==> src/common/main_io_pkg.sv <==
// ~~~~~~~~~~~~~~~~~~~~~~~~~~~~~~~~~~~~~~~~~~~~~~~~~~~~~~~~~~~~~~~~~~~~~
// cabinet and control definitions
// cabinet read page enum, control latch bit enum
// ~~~~~~~~~~~~~~~~~~~~~~~~~~~~~~~~~~~~~~~~~~~~~~~~~~~~~~~~~~~~~~~~~~~~~
package main_io_pkg;

    // read page on addr[1:0] of the ior port
    typedef enum logic [1:0] {
        page_sys  = 2'd0,   // jumpers, starts, service, coins
        page_p1   = 2'd1,
        page_p2   = 2'd2,
        page_dipa = 2'd3
    } cab_page_e;

    // addressable latch, bit select on addr[2:0]
    // data bit 0 is the value written
    typedef enum logic [2:0] {
        lat_flip    = 3'd0,     // screen flip
        lat_snd_irq = 3'd1,     // sound CPU interrupt line
        lat_irq_clr = 3'd7      // 0 holds the vblank irq clear
    } latch_bit_e;

    // bits 2..6 drive counters and test outputs on the board,
    // nothing here listens to them

endpackage

==> src/common/main_map_pkg.sv <==
// ~~~~~~~~~~~~~~~~~~~~~~~~~~~~~~~~~~~~~~~~~~~~~~~~~~~~~~~~~~~~~~~~~~~~~
// main CPU address map
// bus widths, decoded region enum, bank and I/O sub-port numbers
// ~~~~~~~~~~~~~~~~~~~~~~~~~~~~~~~~~~~~~~~~~~~~~~~~~~~~~~~~~~~~~~~~~~~~~
package main_map_pkg;

    localparam int addr_w = 16;     // 6809 address bus
    localparam int data_w = 8;

    // one value per chip select or port seen by the CPU
    typedef enum logic [3:0] {
        reg_none   = 4'd0,
        reg_rom    = 4'd1,
        reg_vram   = 4'd2,
        reg_ram    = 4'd3,
        reg_objram = 4'd4,
        reg_intst  = 4'd5,          // interrupt status, toggles object frame
        reg_iow    = 4'd6,          // control latch
        reg_snd    = 4'd7,          // sound latch
        reg_in5    = 4'd8,          // dip bank b
        reg_ior    = 4'd9           // cabinet pages
    } region_e;

    // 8 kB banks on addr[15:13]
    localparam logic [2:0] bank_low = 3'd0;     // object RAM and I/O
    localparam logic [2:0] bank_vid = 3'd1;     // video and work RAM

    // 1 kB sub-blocks of the low bank, addr[12:10]
    localparam logic [2:0] sub_objram = 3'd4;
    localparam logic [2:0] sub_io     = 3'd5;

    // I/O ports on addr[9:7]
    localparam logic [2:0] port_intst = 3'd0;
    localparam logic [2:0] port_iow   = 3'd1;
    localparam logic [2:0] port_snd   = 3'd2;
    localparam logic [2:0] port_in5   = 3'd4;
    localparam logic [2:0] port_ior   = 3'd5;

endpackage

==> src/common/cpu_bus_if.sv <==
// ~~~~~~~~~~~~~~~~~~~~~~~~~~~~~~~~~~~~~~~~~~~~~~~~~~~~~~~~~~~~~~~~~~~~~
// main CPU bus as seen by the glue logic
// modports for the address decoder and the controller
// ~~~~~~~~~~~~~~~~~~~~~~~~~~~~~~~~~~~~~~~~~~~~~~~~~~~~~~~~~~~~~~~~~~~~~
`timescale 1ns/1ps

interface cpu_bus_if import main_map_pkg::*; ();

    logic [addr_w-1:0] addr;
    logic              rnw;        // 1 = read
    logic              vma;        // valid memory address
    logic [data_w-1:0] dout;       // CPU write data
    logic              cpu_cen;    // one clock per bus cycle, last clock

    // rom only answers reads, so rnw goes to the decoder too
    modport decoder (
        input addr,
        input rnw,
        input vma
    );

    modport ctrl (
        input addr,
        input rnw,
        input dout,
        input cpu_cen
    );

endinterface

==> src/verilog/cabinet_reader.sv <==
// ~~~~~~~~~~~~~~~~~~~~~~~~~~~~~~~~~~~~~~~~~~~~~~~~~~~~~~~~~~~~~~~~~~~~~
// cabinet input reader
// registers the selected page of coins, buttons, joysticks and DIPs
// ~~~~~~~~~~~~~~~~~~~~~~~~~~~~~~~~~~~~~~~~~~~~~~~~~~~~~~~~~~~~~~~~~~~~~
`timescale 1ns/1ps

module cabinet_reader import main_map_pkg::*, main_io_pkg::*; (
    input  logic              clk,
    input  cab_page_e         page,
    input  logic [1:0]        start_button,
    input  logic [1:0]        coin_input,
    input  logic [6:0]        joystick1,
    input  logic [6:0]        joystick2,
    input  logic              service,
    input  logic [7:0]        dipsw_a,
    input  logic [2:0]        dipsw_c,       // board jumpers
    output logic [data_w-1:0] cabinet
);

    // player byte: top bit reads 1, buttons 6..4,
    // then the direction pairs swapped on the connector
    function automatic logic [data_w-1:0] pack_player(input logic [6:0] joy);
        pack_player = {1'b1, joy[6:4], joy[2], joy[3], joy[0], joy[1]};
    endfunction

    // follows the address one clock later
    always_ff @(posedge clk) begin
        case (page)
            page_sys:  cabinet <= {dipsw_c, start_button, service, coin_input};
            page_p1:   cabinet <= pack_player(joystick1);
            page_p2:   cabinet <= pack_player(joystick2);
            page_dipa: cabinet <= dipsw_a;
        endcase
    end

endmodule

==> src/verilog/main_board.sv <==
// ~~~~~~~~~~~~~~~~~~~~~~~~~~~~~~~~~~~~~~~~~~~~~~~~~~~~~~~~~~~~~~~~~~~~~
// main CPU glue, top level
// CPU bus interface, decoder, cabinet reader and controller
// ~~~~~~~~~~~~~~~~~~~~~~~~~~~~~~~~~~~~~~~~~~~~~~~~~~~~~~~~~~~~~~~~~~~~~
`timescale 1ns/1ps

module main_board import main_map_pkg::*, main_io_pkg::*; #(
    parameter int rom_first_bank = 3
) (
    input  logic              clk,
    input  logic              rst,
    input  logic              cpu_cen,
    input  logic [addr_w-1:0] addr,
    input  logic              rnw,
    input  logic              vma,
    input  logic [data_w-1:0] cpu_dout,
    input  logic [data_w-1:0] rom_data,
    input  logic [data_w-1:0] ram_dout,
    input  logic [data_w-1:0] vram_dout,
    input  logic [data_w-1:0] obj_dout,
    input  logic [1:0]        start_button,
    input  logic [1:0]        coin_input,
    input  logic [6:0]        joystick1,
    input  logic [6:0]        joystick2,
    input  logic              service,
    input  logic              lvbl,
    input  logic              dip_pause,
    input  logic [7:0]        dipsw_a,
    input  logic [7:0]        dipsw_b,
    input  logic [2:0]        dipsw_c,
    output logic [data_w-1:0] cpu_din,
    output logic              rom_cs,
    output logic              ram_cs,
    output logic              vram_cs,
    output logic              objram_cs,
    output logic              snd_data_cs,
    output logic              obj_frame,
    output logic              flip,
    output logic              snd_irq,
    output logic              irq_n
);

    cpu_bus_if         cpu_bus ();
    region_e           region;
    logic [data_w-1:0] cabinet;

    assign cpu_bus.addr    = addr;
    assign cpu_bus.rnw     = rnw;
    assign cpu_bus.vma     = vma;
    assign cpu_bus.dout    = cpu_dout;
    assign cpu_bus.cpu_cen = cpu_cen;

    main_decoder #(
        .rom_first_bank (rom_first_bank)
    ) u_decoder (
        .bus         (cpu_bus),
        .region      (region),
        .rom_cs      (rom_cs),
        .ram_cs      (ram_cs),
        .vram_cs     (vram_cs),
        .objram_cs   (objram_cs),
        .snd_data_cs (snd_data_cs)
    );

    cabinet_reader u_cabinet (
        .clk          (clk),
        .page         (cab_page_e'(addr[1:0])),    // low bits pick the page
        .start_button (start_button),
        .coin_input   (coin_input),
        .joystick1    (joystick1),
        .joystick2    (joystick2),
        .service      (service),
        .dipsw_a      (dipsw_a),
        .dipsw_c      (dipsw_c),
        .cabinet      (cabinet)
    );

    main_ctrl u_ctrl (
        .clk       (clk),
        .rst       (rst),
        .bus       (cpu_bus),
        .region    (region),
        .cabinet   (cabinet),
        .rom_data  (rom_data),
        .ram_dout  (ram_dout),
        .vram_dout (vram_dout),
        .obj_dout  (obj_dout),
        .dipsw_b   (dipsw_b),
        .lvbl      (lvbl),
        .dip_pause (dip_pause),
        .cpu_din   (cpu_din),
        .flip      (flip),
        .snd_irq   (snd_irq),
        .obj_frame (obj_frame),
        .irq_n     (irq_n)
    );

endmodule

==> src/verilog/main_ctrl.sv <==
// ~~~~~~~~~~~~~~~~~~~~~~~~~~~~~~~~~~~~~~~~~~~~~~~~~~~~~~~~~~~~~~~~~~~~~
// main CPU controller
// read data mux, control latch, object frame toggle, vblank irq
// ~~~~~~~~~~~~~~~~~~~~~~~~~~~~~~~~~~~~~~~~~~~~~~~~~~~~~~~~~~~~~~~~~~~~~
`timescale 1ns/1ps

module main_ctrl import main_map_pkg::*, main_io_pkg::*; (
    input  logic              clk,
    input  logic              rst,
    cpu_bus_if.ctrl           bus,
    input  region_e           region,
    input  logic [data_w-1:0] cabinet,
    input  logic [data_w-1:0] rom_data,
    input  logic [data_w-1:0] ram_dout,
    input  logic [data_w-1:0] vram_dout,
    input  logic [data_w-1:0] obj_dout,
    input  logic [data_w-1:0] dipsw_b,
    input  logic              lvbl,         // low during vertical blank
    input  logic              dip_pause,    // low freezes the game
    output logic [data_w-1:0] cpu_din,
    output logic              flip,
    output logic              snd_irq,
    output logic              obj_frame,
    output logic              irq_n
);

    latch_bit_e latch_sel;
    logic       latch_we;
    logic       clr_write;      // bit 7 written with 0
    logic       irq_clr;        // latch bit 7, 0 = irq held clear
    logic       intst_l;        // intst seen on previous cpu_cen
    logic       irq_trigger;
    logic       trigger_l;
    logic       irq_ff;

    assign latch_sel   = latch_bit_e'(bus.addr[2:0]);
    assign latch_we    = bus.cpu_cen && region == reg_iow && !bus.rnw;
    assign clr_write   = latch_we && latch_sel == lat_irq_clr && !bus.dout[0];
    assign irq_trigger = ~lvbl & dip_pause;

    // read mux, registered every clock
    always_ff @(posedge clk) begin
        case (region)
            reg_rom:    cpu_din <= rom_data;
            reg_vram:   cpu_din <= vram_dout;
            reg_ram:    cpu_din <= ram_dout;
            reg_objram: cpu_din <= obj_dout;
            reg_ior:    cpu_din <= cabinet;
            reg_in5:    cpu_din <= dipsw_b;
            default:    cpu_din <= 8'hff;   // open bus
        endcase
    end

    // addressable latch and object frame
    always_ff @(posedge clk) begin
        if (rst) begin
            flip      <= 1'b0;
            snd_irq   <= 1'b0;
            irq_clr   <= 1'b0;
            obj_frame <= 1'b0;
            intst_l   <= 1'b0;
        end else begin
            if (bus.cpu_cen) begin
                intst_l <= region == reg_intst;
                // toggle once per run of intst cycles
                if (region == reg_intst && !intst_l) begin
                    obj_frame <= ~obj_frame;
                end
            end
            if (latch_we) begin
                case (latch_sel)
                    lat_flip:    flip    <= bus.dout[0];
                    lat_snd_irq: snd_irq <= bus.dout[0];
                    lat_irq_clr: irq_clr <= bus.dout[0];
                    default: ;  // counters, test pin
                endcase
            end
        end
    end

    // vblank irq, set on trigger rising edge
    always_ff @(posedge clk) begin
        if (rst) begin
            trigger_l <= 1'b0;
            irq_ff    <= 1'b0;
        end else begin
            trigger_l <= irq_trigger;
            if (!irq_clr || clr_write) begin
                irq_ff <= 1'b0;     // clear wins over a new edge
            end else if (irq_trigger && !trigger_l) begin
                irq_ff <= 1'b1;
            end
        end
    end

    assign irq_n = ~irq_ff;

    // irq line released in the same clock that bit 7 drops
    a_irq_masked : assert property (@(posedge clk) disable iff (rst)
        !irq_clr |-> irq_n)
        else $error("main_ctrl: irq_n low while the clear bit is 0");

    // bus cycle ends on a settled address
    a_cen_settled : assert property (@(posedge clk) disable iff (rst)
        bus.cpu_cen |-> $stable(bus.addr) && $stable(bus.rnw))
        else $error("main_ctrl: address or rnw moved on the cpu_cen clock");

endmodule

==> src/verilog/main_decoder.sv <==
// ~~~~~~~~~~~~~~~~~~~~~~~~~~~~~~~~~~~~~~~~~~~~~~~~~~~~~~~~~~~~~~~~~~~~~
// main CPU address decoder
// combinational region and chip selects from addr, rnw and vma
// ~~~~~~~~~~~~~~~~~~~~~~~~~~~~~~~~~~~~~~~~~~~~~~~~~~~~~~~~~~~~~~~~~~~~~
`timescale 1ns/1ps

module main_decoder import main_map_pkg::*; #(
    parameter int rom_first_bank = 3    // set by the ROM jumpers
) (
    cpu_bus_if.decoder bus,
    output region_e    region,
    output logic       rom_cs,
    output logic       ram_cs,
    output logic       vram_cs,
    output logic       objram_cs,
    output logic       snd_data_cs
);

    logic [2:0] bank;
    logic       rom_hit;

    assign bank = bus.addr[15:13];

    always_comb begin
        region  = reg_none;
        // rom decoded on its own, as on the board
        rom_hit = bus.vma && bus.rnw && (int'(bank) >= rom_first_bank);
        if (bus.vma) begin
            if (bank == bank_vid) begin
                case (bus.addr[12:11])
                    2'd0: region = bus.addr[5] ? reg_ram : reg_vram; // half of scroll RAM
                    2'd2,
                    2'd3: region = reg_ram;     // 3 is battery backed
                    default: ;
                endcase
            end
            if (bank == bank_low) begin
                case (bus.addr[12:10])
                    sub_objram: region = reg_objram;
                    sub_io: begin
                        case (bus.addr[9:7])    // port decoder
                            port_intst: region = reg_intst;
                            port_iow:   region = reg_iow;
                            port_snd:   region = reg_snd;
                            port_in5:   region = reg_in5;
                            port_ior:   region = reg_ior;
                            default: ;          // 3, 6, 7 unused
                        endcase
                    end
                    default: ;
                endcase
            end
        end
        if (rom_hit && region == reg_none) begin
            region = reg_rom;
        end
    end

    assign rom_cs      = rom_hit;
    assign ram_cs      = region == reg_ram;
    assign vram_cs     = region == reg_vram;
    assign objram_cs   = region == reg_objram;
    assign snd_data_cs = region == reg_snd;

    // a low rom_first_bank would let ROM overlap the RAM banks
    always_comb begin
        assert ($onehot0({rom_cs, ram_cs, vram_cs, objram_cs, snd_data_cs}))
            else $error("main_decoder: more than one chip select at addr %h", bus.addr);
    end

endmodule
==> config.mk <==
export PLATFORM = sky130hd
export DESIGN_NAME = main_board
export DESIGN_NICKNAME = d
export VERILOG_FILES = /design/src/common/main_io_pkg.sv /design/src/common/main_map_pkg.sv /design/src/common/cpu_bus_if.sv /design/src/verilog/cabinet_reader.sv /design/src/verilog/main_board.sv /design/src/verilog/main_ctrl.sv /design/src/verilog/main_decoder.sv
export SDC_FILE = /design/constraint.sdc
export NUM_CORES = 1
export LEC_CHECK = 0
export ABC_AREA = 1
export BUFFER_PORTS_ARGS = -buffer_cell sky130_fd_sc_hd__clkbuf_2
export CORE_MARGIN = 10
export CORE_UTILIZATION = 41
export DETAILED_ROUTE_END_ITERATION = 8
export PLACE_DENSITY = 0.81
export SYNTH_ARGS = -nofsm -noshare
export SYNTH_HDL_FRONTEND = slang
export SYNTH_SLANG_ARGS = --single-unit
==> constraint.sdc <==
create_clock -name clk -period 1.79 [get_ports clk]
set_input_delay 0.358 -clock clk [delete_from_list [all_inputs] [get_ports clk]]
set_output_delay 0.358 -clock clk [all_outputs]
set_load 0.005 [all_outputs]
==> impl_metrics.ini <==
[status]
outcome = completed

[floorplanning]
die_area_um2 = 6790
core_um2 = 3720
die-width_um = 82.4
die_h_um = 82.4
ios = 118
rows = 22
initial_core_util_pct = 43.0

[global_routing]
grt_start_max_net_pins = 17
grt_pass1_vias = 1995
grt_remaining_overflow = 0
grt.total_usage_pct = 15.2
grt_pass1_wl_um = 8340
antenna_found_initial = 0

[route]
wl_um = 5430
wire_per_inst_um = 12.5
route.detailed.drc = 0
via_per_inst = 4.69
drtPass1Iterations = 4
ant_nets = 0
drt_iter0_markers = 46
vias = 2038

[sta]
tns_ns = 0
fin_skew_ns = 0.00130
maxSlewViolCount = 0
period_share_pct = 97.7
fin_crit_ns = 1.75
setup_ws_ns = 0.0411
finalSetupViolCount = 0
slew-limit-headroom_pct = 73.2
hold_viol = 0
rsz0062_at_grt = yes
clock.fmax_ghz = 0.572
worstMarginPinSlew_ns = 0.401

[place]
place_area_um2 = 2270
port_buffers = 107
dpl_worst_slack_ns = -0.0397
dp_hpwl_um = 4810
gp_congestion = 0.847

[pwr]
p_per_area_nw_per_um2 = 495
design_power_total_uw = 1180
max-vdd-ir-drop_mv = 0.259
power.leakage_uw = 0.00138

[logic_synthesis]
synth_xor_area_share_pct = 0
synthMuxAreaShare_pct = 0
yosys-top-cells-area = dfxtp_1 (29%), nand2_1 (20%), nand4_1 (8.2%)
synth-compound-area-share_pct = 5.80
synth_cell_types = 25
yosys.area_share.simple_pct = 54.4
yosys_warnings = 0
seq_area_frac_synth_pct = 28.8
yosys.area.top_type = dfxtp_1
syn_nets = 364
synth_top_area_share_pct = 28.8
netlist_area_um2 = 1600
syn_inst = 263
ys_ff_latch = 23
synthAdderAreaFrac_pct = 0
avgSynthCellArea_um2 = 6.07
synth_top_family_by_area = simple AND/OR/NAND/NOR gates

[min_path]
hold_class = in -> reg

[cts]
cts_tree = built
cts.sinks = 23
worst_skew_pair.late_latency_ns = 0.26
cts_inserted_buffers = 3
hold_buffers = 0
clk_pin_slew_ns = 0.08
cts_max_level = 1
clock_path_buffers = 2
root_buffer = clkbuf_8

[setup_path]
arrival_ns = 1.39
cp_data_required_time_ns = 1.43
startpoint_type = input port
crit_path_end_kind = output port
crit_fanout = 4
setup.worst_path.class = in -> out

[finish]
diodes = 0
final_cell_mix = clkbuf_2 (103), nand2_1 (86), inv_1 (31)
design_area_um2 = 2380
drive_above_1_share_pct = 40.1
final_common_cell = clkbuf_2
area_growth_syn_to_layout_pct = 48.9
fin_nets = 489

[flow_run]
cap_violations = 0
==> cell usage after synthesis <==
| cell type | n |
|---|---|
| o211ai_1 | 1 |
| o31ai_1 | 1 |
| inv_1 | 32 |
| dfxtp_1 | 23 |
| buf_2 | 2 |
| or2_2 | 1 |
| or2_1 | 1 |
| nor3_4 | 1 |
| nand2_2 | 6 |
| a21oi_2 | 1 |
| nand3_1 | 25 |
| a21oi_1 | 2 |
| nand2_1 | 87 |
| buf_6 | 3 |
| nor2_1 | 31 |
| or3_1 | 1 |
| nor2_4 | 6 |
| inv_2 | 3 |
| nor3_1 | 1 |
| nand4_1 | 21 |
| nand2_4 | 1 |
| a21o_1 | 1 |
| nor2_2 | 2 |
| o21ai_0 | 9 |
| o22ai_1 | 1 |
==> flip-flops by register name (all words and copies together), names as in the netlist <==
register / count
u_ctrl.intst_l: 1
u_ctrl.irq_clr: 1
u_ctrl.snd_irq: 1
u_ctrl.flip: 1
u_cabinet.cabinet: 8
u_ctrl.trigger_l: 1
u_ctrl.irq_ff: 1
u_ctrl.cpu_din: 8
u_ctrl.obj_frame: 1
==> kinds of logic after synthesis <==
kind of cell | Yosys count
and+or+nand+nor | 184
buffers and inverters | 40
AOI/OAI and AO/OA | 16
DFF | 23
==> timing repair <==
| action | CTS | global route |
|---|---|---|
| resized for setup | 2 | 13 |
| setup endpoints to repair | 1 | 4 |
| cloned | 0 | 0 |
| pin swaps | 1 | 6 |
| setup buffers | 1 | 3 |
==> cell type report <==
type | count | area, um^2
Fill cell | 365 | 1340
Multi-Input combinational cell | 200 | 973
Timing Repair Buffer | 125 | 706
Sequential cell | 23 | 460
Inverter | 35 | 131
Tap cell | 48 | 60.1
Clock buffer | 3 | 41.3
Clock inverter | 1 | 5.00
==> report_power, final <==
part | switching [uW] | total [uW] | leakage, uW | internal, uW
Combinational | 146 | 297 | 0.00117 | 151
Clock | 164 | 320 | 0.0000255 | 155
Sequential | 12.0 | 560 | 0.000190 | 548
==> path summary, 6_finish.rpt <==
| path | start | endpoint | slack, ns | cells past startpoint |
|---|---|---|---|---|
| worst max register to register | u_ctrl.intst_l | u_ctrl.intst_l | 0.97 | 3 |
| worst min register to register | u_ctrl.irq_clr | u_ctrl.irq_ff | 0.47 | 2 |
| worst max-delay path | addr[14] | vram_cs | 0.04 | 11 |
| worst min-delay path | lvbl | u_ctrl.trigger_l | 0.26 | 2 |
==> layer usage <==
| layer | track usage, % | wire, um | vias to the layer above |
|---|---|---|---|
| met5 | 0 | 0 | - |
| met4 | 3.91 | 24 | 0 |
| met3 | 5.72 | 646 | 4 |
| met2 | 28.2 | 2750 | 75 |
| met1 | 15.5 | 2000 | 864 |
| li1 | - | - | 1095 |
==> stage by stage <==
stage | instances | hold slack, ns | util (%)
2_1_floorplan | 263 | 0.427 | -
3_3_place_gp | 427 | 0.454 | 61.0
3_5_place_dp | 427 | 0.454 | 61.0
4_1_cts | 432 | 0.256 | 62.6
5_1_grt | 435 | 0.253 | 64.0
6_report | 435 | 0.261 | 64.0
==> worst max-delay path, cell delays in order <==
cell and delay, ns:
buf_8 0.10, nor2_4 0.13, nand2_4 0.07, nor2_4 0.12, nand3_2 0.09, nand2_1 0.08
nand2_2 0.10, nor2_4 0.13, nand2_2 0.07, inv_2 0.05, buf_6 0.08
Note: power is estimated with default switching activity, not from simulation.
